==> config.mk <==
export PLATFORM = sky130hd
export DESIGN_NAME = lg_top
export DESIGN_NICKNAME = d
export VERILOG_FILES = /design/src/source/lg_pkg.sv /design/src/source/lg_regs.sv /design/src/source/lg_burst.sv /design/src/source/lg_lane.sv /design/src/source/lg_merge.sv /design/src/source/lg_top.sv
export VERILOG_INCLUDE_DIRS = /design/src /design/src/source
export SDC_FILE = /design/constraint.sdc
export NUM_CORES = 2
export LEC_CHECK = 0
export BUFFER_PORTS_ARGS = -buffer_cell sky130_fd_sc_hd__buf_4
export CAP_MARGIN = 10
export CORE_AREA = 2 2 373 227
export DETAILED_ROUTE_END_ITERATION = 12
export DIE_AREA = 0 0 375 229
export HOLD_SLACK_MARGIN = 0.02
export PLACE_DENSITY_LB_ADDON = 0.12
export SLEW_MARGIN = 20
export SYNTH_ARGS = -nofsm -noshare
export SYNTH_HDL_FRONTEND = slang
export SYNTH_SLANG_ARGS = --single-unit
==> constraint.sdc <==
create_clock -name bus -period 8.2 [get_ports bus]
set_input_delay 0.82 -clock bus [delete_from_list [all_inputs] [get_ports bus]]
set_output_delay 0.82 -clock bus [all_outputs]
set_load 0.01 [all_outputs]
==> src/source/lg_consts.svh <==
/*
  logic generator constants
  lane geometry, table size and register map
*/

`ifndef LG_CONSTS_SVH
`define LG_CONSTS_SVH

// lane geometry
`define LG_DN 2    // lane count
`define LG_DW 8    // pins per lane
`define LG_TAW 6   // table address width, 64 entries
`define LG_AW 10   // bus byte address width
`define LG_TN 4    // external trigger inputs

// register map, byte offsets
`define LG_ADDR_CTL 10'h000
`define LG_ADDR_TRG 10'h008
`define LG_ADDR_MODE 10'h010
`define LG_ADDR_BDR 10'h020
`define LG_ADDR_BDL 10'h024
`define LG_ADDR_BPL 10'h028
`define LG_ADDR_BPN 10'h02C
`define LG_ADDR_STS_BPL 10'h030
`define LG_ADDR_STS_BPN 10'h034
`define LG_ADDR_OE0 10'h040
`define LG_ADDR_OE1 10'h044
`define LG_ADDR_MSK 10'h048
`define LG_ADDR_VAL 10'h04C
`define LG_ADDR_TBL_BASE 10'h100  // entry i at base + 4*i
`define LG_TBL_MASK 10'h300       // window select bits for the table

`endif

==> src/source/lg_pkg.sv <==
/*
  logic generator shared types
  bus, configuration, status and stream structs
*/

`include "lg_consts.svh"

package lg_pkg;

  // register bus
  typedef struct packed {
    logic                wen;
    logic                ren;
    logic [`LG_AW-1:0]   addr;
    logic [31:0]         wdata;
  } reg_req_t;

  typedef struct packed {
    logic                ack;    // one cycle after request
    logic [31:0]         rdata;  // valid with ack
  } reg_rsp_t;

  // table write port, regs -> burst
  typedef struct packed {
    logic                       en;
    logic [`LG_TAW-1:0]         addr;
    logic [`LG_DN*`LG_DW-1:0]   data;
  } tbl_wr_t;

  typedef struct packed {
    logic        inf;  // endless periods
    logic [7:0]  bdr;  // sample repeats minus one
    logic [6:0]  bdl;  // samples per period
    logic [15:0] bpl;  // beats per period
    logic [15:0] bpn;  // period count
  } burst_cfg_t;

  typedef struct packed {
    logic        busy;
    logic [15:0] bpl;  // beat within period
    logic [15:0] bpn;  // periods done
  } burst_sts_t;

  // per pin drive settings, shared by all lanes
  typedef struct packed {
    logic [`LG_DW-1:0] oe0;
    logic [`LG_DW-1:0] oe1;
    logic [`LG_DW-1:0] msk;
    logic [`LG_DW-1:0] val;
  } drv_cfg_t;

  typedef logic [`LG_DW-1:0] smp_t;

  typedef struct packed {
    smp_t [`LG_DN-1:0] data;
    logic              per;   // first beat of a period
    logic              last;  // final beat of the burst
  } beat_t;

  typedef struct packed {
    logic [`LG_DW-1:0] o;  // output value
    logic [`LG_DW-1:0] e;  // output enable
  } pin_t;

endpackage

==> src/source/lg_regs.sv <==
/*
  logic generator register bank
  bus decode, config and status read-back, table writes, triggers
*/

`timescale 1ns/1ps

`include "lg_consts.svh"

module lg_regs (
  input  logic                     bus,
  input  logic                     rst_n,
  input  lg_pkg::reg_req_t         req,
  output lg_pkg::reg_rsp_t         rsp,
  input  logic [`LG_TN-1:0]        trg,
  input  lg_pkg::burst_sts_t       sts,
  output lg_pkg::tbl_wr_t          tbl_wr,
  output lg_pkg::burst_cfg_t       bcfg,
  output lg_pkg::drv_cfg_t         dcfg,
  output logic                     start
);

  logic [`LG_TN-1:0] cfg_trg;  // external trigger mask
  logic [`LG_TN-1:0] trg_q;    // previous trg, edge detect
  logic              swt_q;    // software trigger pulse
  logic              ext_trg;
  logic              tbl_sel;
  logic [31:0]       rd_mux;

  assign tbl_sel = (req.addr & `LG_TBL_MASK) == `LG_ADDR_TBL_BASE;

  ////////////////////////////////////////
  // handshake
  ////////////////////////////////////////

  always_ff @(posedge bus) begin
    if (!rst_n) begin
      rsp.ack <= 1'b0;
    end else begin
      rsp.ack <= req.wen | req.ren;  // single cycle pulse
    end
  end

  ////////////////////////////////////////
  // configuration writes
  ////////////////////////////////////////

  always_ff @(posedge bus) begin
    if (!rst_n) begin
      cfg_trg <= '0;
      bcfg    <= '0;
      dcfg    <= '0;
    end else if (req.wen) begin
      case (req.addr)
        `LG_ADDR_TRG:  cfg_trg  <= req.wdata[`LG_TN-1:0];
        `LG_ADDR_MODE: bcfg.inf <= req.wdata[1];
        `LG_ADDR_BDR:  bcfg.bdr <= req.wdata[7:0];
        `LG_ADDR_BDL:  bcfg.bdl <= req.wdata[6:0];
        `LG_ADDR_BPL:  bcfg.bpl <= req.wdata[15:0];
        `LG_ADDR_BPN:  bcfg.bpn <= req.wdata[15:0];
        `LG_ADDR_OE0:  dcfg.oe0 <= req.wdata[`LG_DW-1:0];
        `LG_ADDR_OE1:  dcfg.oe1 <= req.wdata[`LG_DW-1:0];
        `LG_ADDR_MSK:  dcfg.msk <= req.wdata[`LG_DW-1:0];
        `LG_ADDR_VAL:  dcfg.val <= req.wdata[`LG_DW-1:0];
        default: ;  // ctl and table handled below
      endcase
    end
  end

  // table write port, one cycle after the request
  always_ff @(posedge bus) begin
    if (!rst_n) begin
      tbl_wr.en <= 1'b0;
    end else begin
      tbl_wr.en <= req.wen & tbl_sel;
    end
  end

  always_ff @(posedge bus) begin
    if (req.wen && tbl_sel) begin
      tbl_wr.addr <= req.addr[`LG_TAW+1:2];  // word index
      tbl_wr.data <= req.wdata[`LG_DN*`LG_DW-1:0];
    end
  end

  ////////////////////////////////////////
  // read-back
  ////////////////////////////////////////

  always_comb begin
    case (req.addr)
      `LG_ADDR_CTL:     rd_mux = {31'd0, sts.busy};
      `LG_ADDR_TRG:     rd_mux = {{(32-`LG_TN){1'b0}}, cfg_trg};
      `LG_ADDR_MODE:    rd_mux = {30'd0, bcfg.inf, 1'b0};
      `LG_ADDR_BDR:     rd_mux = {24'd0, bcfg.bdr};
      `LG_ADDR_BDL:     rd_mux = {25'd0, bcfg.bdl};
      `LG_ADDR_BPL:     rd_mux = {16'd0, bcfg.bpl};
      `LG_ADDR_BPN:     rd_mux = {16'd0, bcfg.bpn};
      `LG_ADDR_STS_BPL: rd_mux = {16'd0, sts.bpl};
      `LG_ADDR_STS_BPN: rd_mux = {16'd0, sts.bpn};
      `LG_ADDR_OE0:     rd_mux = {{(32-`LG_DW){1'b0}}, dcfg.oe0};
      `LG_ADDR_OE1:     rd_mux = {{(32-`LG_DW){1'b0}}, dcfg.oe1};
      `LG_ADDR_MSK:     rd_mux = {{(32-`LG_DW){1'b0}}, dcfg.msk};
      `LG_ADDR_VAL:     rd_mux = {{(32-`LG_DW){1'b0}}, dcfg.val};
      default:          rd_mux = 32'd0;  // unmapped, table included
    endcase
  end

  always_ff @(posedge bus) begin
    if (req.ren) rsp.rdata <= rd_mux;  // lines up with ack
  end

  ////////////////////////////////////////
  // triggers
  ////////////////////////////////////////

  always_ff @(posedge bus) begin
    if (!rst_n) begin
      swt_q <= 1'b0;
      trg_q <= '0;
    end else begin
      swt_q <= req.wen & (req.addr == `LG_ADDR_CTL) & req.wdata[0];
      trg_q <= trg;
    end
  end

  assign ext_trg = |(trg & ~trg_q & cfg_trg);  // masked rising edges

  // dropped while a burst runs
  assign start = (swt_q | ext_trg) & ~sts.busy;

endmodule

==> src/source/lg_burst.sv <==
/*
  logic generator burst sequencer
  pattern table plus repeat, sample, beat and period counters
*/

`timescale 1ns/1ps

`include "lg_consts.svh"

module lg_burst (
  input  logic                 bus,
  input  logic                 rst_n,
  input  lg_pkg::tbl_wr_t      tbl_wr,
  input  lg_pkg::burst_cfg_t   cfg,
  input  logic                 start,
  output lg_pkg::burst_sts_t   sts,
  output lg_pkg::beat_t        beat,
  output logic                 valid,
  input  logic                 ready
);

  logic [`LG_DN*`LG_DW-1:0] tbl [2**`LG_TAW];  // pattern table
  logic [`LG_DN*`LG_DW-1:0] rd;                // sample of current beat
  logic [`LG_TAW-1:0]       rd_addr;

  logic        busy;
  logic        ld;       // first table read of a burst
  logic        xfer;
  logic [7:0]  rep;      // repeat count of current sample
  logic [6:0]  idx;      // sample index, stops at bdl
  logic [15:0] bpl_cnt;  // beat within period
  logic [15:0] bpn_cnt;  // period number

  logic        per_end;
  logic        rep_end;
  logic        pad;
  logic        last_beat;
  logic [7:0]  nxt_rep;
  logic [6:0]  nxt_idx;
  logic [15:0] nxt_bpl;
  logic [15:0] nxt_bpn;

  assign xfer = valid & ready;

  ////////////////////////////////////////
  // counter next state
  ////////////////////////////////////////

  always_comb begin
    per_end = (bpl_cnt == cfg.bpl - 16'd1);
    rep_end = (rep == cfg.bdr);
    pad     = (idx >= cfg.bdl);  // idle part of the period
    nxt_rep = rep;
    nxt_idx = idx;
    nxt_bpl = bpl_cnt + 16'd1;
    nxt_bpn = bpn_cnt;
    if (per_end) begin
      // wrap into next period
      nxt_rep = 8'd0;
      nxt_idx = 7'd0;
      nxt_bpl = 16'd0;
      nxt_bpn = bpn_cnt + 16'd1;
    end else if (!pad) begin
      if (rep_end) begin
        nxt_rep = 8'd0;
        nxt_idx = idx + 7'd1;
      end else begin
        nxt_rep = rep + 8'd1;
      end
    end
  end

  assign last_beat = per_end & ~cfg.inf & (bpn_cnt == cfg.bpn - 16'd1);

  ////////////////////////////////////////
  // sequencer state
  ////////////////////////////////////////

  always_ff @(posedge bus) begin
    if (!rst_n) begin
      busy    <= 1'b0;
      ld      <= 1'b0;
      valid   <= 1'b0;
      rep     <= '0;
      idx     <= '0;
      bpl_cnt <= '0;
      bpn_cnt <= '0;
    end else begin
      ld <= start & ~busy;
      if (start && !busy) begin
        busy    <= 1'b1;
        rep     <= '0;
        idx     <= '0;
        bpl_cnt <= '0;
        bpn_cnt <= '0;
      end else if (xfer) begin
        // counters only move on a transfer
        rep     <= nxt_rep;
        idx     <= nxt_idx;
        bpl_cnt <= nxt_bpl;
        bpn_cnt <= nxt_bpn;
        if (last_beat) begin
          busy  <= 1'b0;
          valid <= 1'b0;
        end
      end
      if (ld) valid <= 1'b1;  // first beat after the table read
    end
  end

  ////////////////////////////////////////
  // table
  ////////////////////////////////////////

  // padding wraps the address, data is zeroed anyway
  assign rd_addr = ld ? '0 : nxt_idx[`LG_TAW-1:0];

  always_ff @(posedge bus) begin
    if (tbl_wr.en) tbl[tbl_wr.addr] <= tbl_wr.data;
    if (ld || xfer) rd <= tbl[rd_addr];  // prefetch next beat
  end

  // beat built from held state, steady while stalled
  assign beat.data = pad ? '0 : rd;
  assign beat.per  = (bpl_cnt == 16'd0);
  assign beat.last = last_beat;

  assign sts.busy = busy;
  assign sts.bpl  = bpl_cnt;
  assign sts.bpn  = bpn_cnt;

endmodule

==> src/source/lg_lane.sv <==
/*
  logic generator lane drive stage
  polarity, mask and per pin output enable
*/

`timescale 1ns/1ps

module lg_lane (
  input  lg_pkg::drv_cfg_t   cfg,
  input  lg_pkg::smp_t       smp,
  output lg_pkg::pin_t       pin
);

  lg_pkg::smp_t masked;  // sample with masked pins forced low
  lg_pkg::smp_t level;   // driven pin level

  assign masked = smp & ~cfg.msk;

  // val flips polarity so masked pins show val
  assign level = cfg.val ^ masked;
  assign pin.o = level;

  // enable picked per pin by the driven level
  assign pin.e = (cfg.oe1 & level) | (cfg.oe0 & ~level);

endmodule

==> src/source/lg_merge.sv <==
/*
  logic generator output stage
  one-entry register for the pin stream, tro and irq pulses
*/

`timescale 1ns/1ps

`include "lg_consts.svh"

module lg_merge (
  input  logic                           bus,
  input  logic                           rst_n,
  input  lg_pkg::pin_t [`LG_DN-1:0]      pins_in,
  input  logic                           per_in,
  input  logic                           last_in,
  input  logic                           valid_in,
  output logic                           ready_out,
  output lg_pkg::pin_t [`LG_DN-1:0]      pins,
  output logic                           per,
  output logic                           last,
  output logic                           valid,
  input  logic                           ready,
  output logic                           tro,
  output logic                           irq
);

  logic xfer;  // output beat taken downstream

  assign xfer = valid & ready;

  // free slot or slot draining this cycle
  assign ready_out = ~valid | ready;

  always_ff @(posedge bus) begin
    if (!rst_n) begin
      valid <= 1'b0;
    end else if (ready_out) begin
      valid <= valid_in;
    end
  end

  // payload only loads with a new beat
  always_ff @(posedge bus) begin
    if (ready_out && valid_in) begin
      pins <= pins_in;
      per  <= per_in;
      last <= last_in;
    end
  end

  assign tro = xfer & per;   // period start
  assign irq = xfer & last;  // burst done

endmodule

==> src/source/lg_top.sv <==
/*
  logic generator top
  register bank, burst sequencer, lane stages and output stage
*/

`timescale 1ns/1ps

`include "lg_consts.svh"

module lg_top (
  input  logic                           bus,
  input  logic                           rst_n,
  input  lg_pkg::reg_req_t               req,
  output lg_pkg::reg_rsp_t               rsp,
  input  logic [`LG_TN-1:0]              trg,
  output lg_pkg::pin_t [`LG_DN-1:0]      pins,
  output logic                           per,
  output logic                           last,
  output logic                           valid,
  input  logic                           ready,
  output logic                           tro,
  output logic                           irq
);

  lg_pkg::tbl_wr_t              tbl_wr;
  lg_pkg::burst_cfg_t           bcfg;
  lg_pkg::drv_cfg_t             dcfg;
  lg_pkg::burst_sts_t           sts;
  lg_pkg::beat_t                beat;
  lg_pkg::pin_t [`LG_DN-1:0]    lane_pins;
  logic                         start;
  logic                         beat_valid;
  logic                         beat_ready;

  lg_regs lg_regs_i (.bus(bus), .rst_n(rst_n), .req(req), .rsp(rsp), .trg(trg),
    .sts(sts), .tbl_wr(tbl_wr), .bcfg(bcfg), .dcfg(dcfg), .start(start));

  lg_burst lg_burst_i (.bus(bus), .rst_n(rst_n), .tbl_wr(tbl_wr), .cfg(bcfg),
    .start(start), .sts(sts), .beat(beat), .valid(beat_valid), .ready(beat_ready));

  // one drive stage per lane
  for (genvar i = 0; i < `LG_DN; i++) begin : for_dn
    lg_lane lg_lane_i (.cfg(dcfg), .smp(beat.data[i]), .pin(lane_pins[i]));
  end

  lg_merge lg_merge_i (.bus(bus), .rst_n(rst_n), .pins_in(lane_pins),
    .per_in(beat.per), .last_in(beat.last), .valid_in(beat_valid),
    .ready_out(beat_ready), .pins(pins), .per(per), .last(last), .valid(valid),
    .ready(ready), .tro(tro), .irq(irq));

endmodule

==> impl_metrics.env <==
export IMPL_power_leakage_nw=18.9
export IMPL_syn2layout_area_growth_pct=11.0
export IMPL_holdWs_ns=0.298
export IMPL_synthCells=3987
export IMPL_fmax_mhz=164
export IMPL_slew_violations=0
export IMPL_clk_pin_slew_ns=0.07
export IMPL_cts_root_buf="clkbuf_16"
export IMPL_finalHoldViolCount=0
export IMPL_setup_tns_final_ns=0
export IMPL_r2r_start="lg_burst_i.idx[0]"
export IMPL_routed_via_count=36000
export IMPL_dpl_cell_count=5006
export IMPL_hold_path_class="in -> reg"
export IMPL_tightest_slew_ns=1.27
export IMPL_postRouteWirelength_um=156000
export IMPL_synth_flop_cell="edfxtp_1"
export IMPL_avgSynthCellArea_um2=13.2
export IMPL_slowest_delay_ns=0.69
export IMPL_path_common_cell="o211ai_1"
export IMPL_core_area_um2=82600
export IMPL_arrival_ns=6.54
export IMPL_ctsResizeCount=0
export IMPL_cts_path_max_buffers=3
export IMPL_yosys_cell_types_count=87
export IMPL_synth_warnings=0
export IMPL_synth_top_area_share=0.637
export IMPL_fin_crit_ns=6.10
export IMPL_htreeDepth=3
export IMPL_fp_dieW_um=375
export IMPL_grt_pass1_vias=33300
export IMPL_yosysSeqAreaShare=0.691
export IMPL_numClockSinks=1254
export IMPL_initial_core_util=0.635
export IMPL_netlist_area_um2=52400
export IMPL_yosysMostFrequentCell="edfxtp_1"
export IMPL_antenna_found_initial=5
export IMPL_grtUsageTotal=0.362
export IMPL_vias_per_cell=6.91
export IMPL_cp_cell_sequence="inv_1, ha_1, nand2b_1, a2111o_1, a21o_1, o21ai_0, a21oi_1, nand2_2, nand2_1, buf_4, o211ai_1, o32a_1, o211ai_1"
export IMPL_drt_iter0_drc=5924
export IMPL_die_area_um2=85900
export IMPL_post_cts_buffers=0
export IMPL_crit_path_start_kind="register"
export IMPL_synthArstFlopShare=0
export IMPL_hp_start="req[39]"
export IMPL_finalCritPeriodShare=0.744
export IMPL_yosysTopAreaCell="edfxtp_1"
export IMPL_relSlewSlack=0.155
export IMPL_layout_nets=4091
export IMPL_port_buffers=88
export IMPL_maxCapViolations=0
export IMPL_grt_pass1_wl_um=226000
export IMPL_ir_worst_vdd_mv=0.246
export IMPL_worstSetupEndpointType="register"
export IMPL_required_ns=8.64
export IMPL_synth_common_cells="edfxtp_1, nand2_1, nand3_1, clkbuf_1, nor2_1"
export IMPL_critical_path_class="reg -> reg"
export IMPL_drive_above_1_share=0.130
export IMPL_rsz0062_at_grt="no"
export IMPL_synth_enable_flop_cells=1112
export IMPL_setup_violations=0
export IMPL_first_pass_iters=8
export IMPL_cp_max_fo=27
export IMPL_wl_per_cell_um=29.9
export IMPL_clk_latency_ns=0.74
export IMPL_holdBufCountCts=0
export IMPL_p_total_w=0.0125
export IMPL_synth_area_leaders="edfxtp_1, dfxtp_1, nand2_1"
export IMPL_num_rows=82
export IMPL_synth_seq_cells=1254
export IMPL_power_density_nw_per_um2=214
export IMPL_antenna_left=0
export IMPL_fin_skew_ns=0.0409
export IMPL_slowest_stage="nand2_2"
export IMPL_finalNonFillerCells=5212
export IMPL_die_h_um=229
export IMPL_grt_max_degree=131
export IMPL_grt_overflow=0
export IMPL_tritoncts="done"
export IMPL_io_pins=121
export IMPL_status="finished, final reports clean"
export IMPL_crit_start="lg_burst_i.idx[0]"
export IMPL_cts_buffers_inserted=109
export IMPL_drcViolationCount=0
export IMPL_place_detailed_hpwl_um=97300
export IMPL_place_congestion=0.987
export IMPL_nFillCells=5590
-- cells in the final DEF, fill, tap and decap left out, drive strengths merged, types with 26 or more instances in the layout --
cell,instances
nor4,56
edfxtp,1112
inv,33
a21boi,90
nand4,43
clkbuf,140
buf,238
o21ai,190
clkinv,42
nand2,412
a211oi,61
o22ai,34
mux2,75
nor2,199
mux2i,71
o211ai,52
xnor2,63
a22oi,49
a2111oi,32
a21oi,171
o2bb2ai,26
dfxtp,142
xor2,36
nand3,264
a31oi,62
nor3,44
o2111a,27
and3,45
-- flip-flops by register name, indices dropped and copies added (netlist names) --
name                flops
lg_merge_i.valid        1
lg_burst_i.busy         1
lg_regs_i.bcfg         48
lg_merge_i.per          1
lg_burst_i.rep          8
lg_burst_i.tbl       1024
lg_regs_i.rsp          17
lg_burst_i.bpn_cnt     16
lg_regs_i.dcfg         32
lg_merge_i.last         1
lg_burst_i.bpl_cnt     16
lg_regs_i.tbl_wr       23
lg_regs_i.swt_q         1
lg_burst_i.idx          7
lg_burst_i.rd          16
lg_burst_i.ld           1
lg_burst_i.valid        1
lg_merge_i.pins        32
lg_regs_i.trg_q         4
lg_regs_i.cfg_trg       4
-- cell type report --
type                       instances  area (um2)  share of cell area
tap                             1092        1370              0.0235
antenna                            2        5.00           0.0000860
inverter                          28         105             0.00181
timing repair buffer             239        1830              0.0315
clock inverter                    64         729              0.0125
clock buffer                     139        2960              0.0509
multi-input combinational       2394       15000               0.257
sequential                      1254       36200               0.622
-- metal layers --
layer  wire, um  GRT usage  vias up
li1           -          -    15500
met1      63000      0.556    17700
met2      61200      0.469     2606
met3      27900      0.156      275
met4       3790     0.0965        2
met5          7          0        -
-- power breakdown --
group	internal [W]	switching [W]
Sequential	0.00694	0.00000839
Combinational	0.0000346	0.000144
Clock	0.00298	0.00236
-- final timing paths --
| kind | to | slack (ns) | cells after the start |
|---|---|---|---|
| min | lg_regs_i.tbl_wr[21] | 0.30 | 1 |
| max | lg_burst_i.rd[9] | 2.10 | 13 |
| max reg2reg | lg_burst_i.rd[9] | 2.10 | 13 |
| min reg2reg | lg_regs_i.cfg_trg[3] | 0.49 | 2 |
-- kinds of logic after synthesis --
family / Yosys count / share of synthesized area
AOI/OAI and AO/OA: 967 / 0.128
xor gates and xnor gates: 100 / 0.0170
adders and majority gates: 14 / 0.00334
buffers and inverters: 354 / 0.0285
DFF: 1254 / 0.691
muxes: 146 / 0.0297
other: 1 / 0.0000715
and+or+nand+nor: 1151 / 0.103
-- stage by stage --
stage / cell area (um2) / utilization / setup slack, ns
finish: 58200 / 0.705 / 2.10
global route: 58200 / 0.705 / 1.92
CTS: 58200 / 0.704 / 2.30
detailed placement: 54500 / 0.660 / 2.32
global placement: 54500 / 0.660 / 2.39
floorplan: 52500 / - / 4.36
-- worst max-delay path, delay by kind of cell, from the launching register on --
kind	cells	cell delay (ns)
AO/OA/AOI/OAI	7	2.63
AND/OR/NAND/NOR	3	1.48
buffers and inverters	2	0.69
flip-flops	1	0.66
adder cells (fa/ha/maj)	1	0.31
Note: power is estimated with default switching activity, not from simulation.
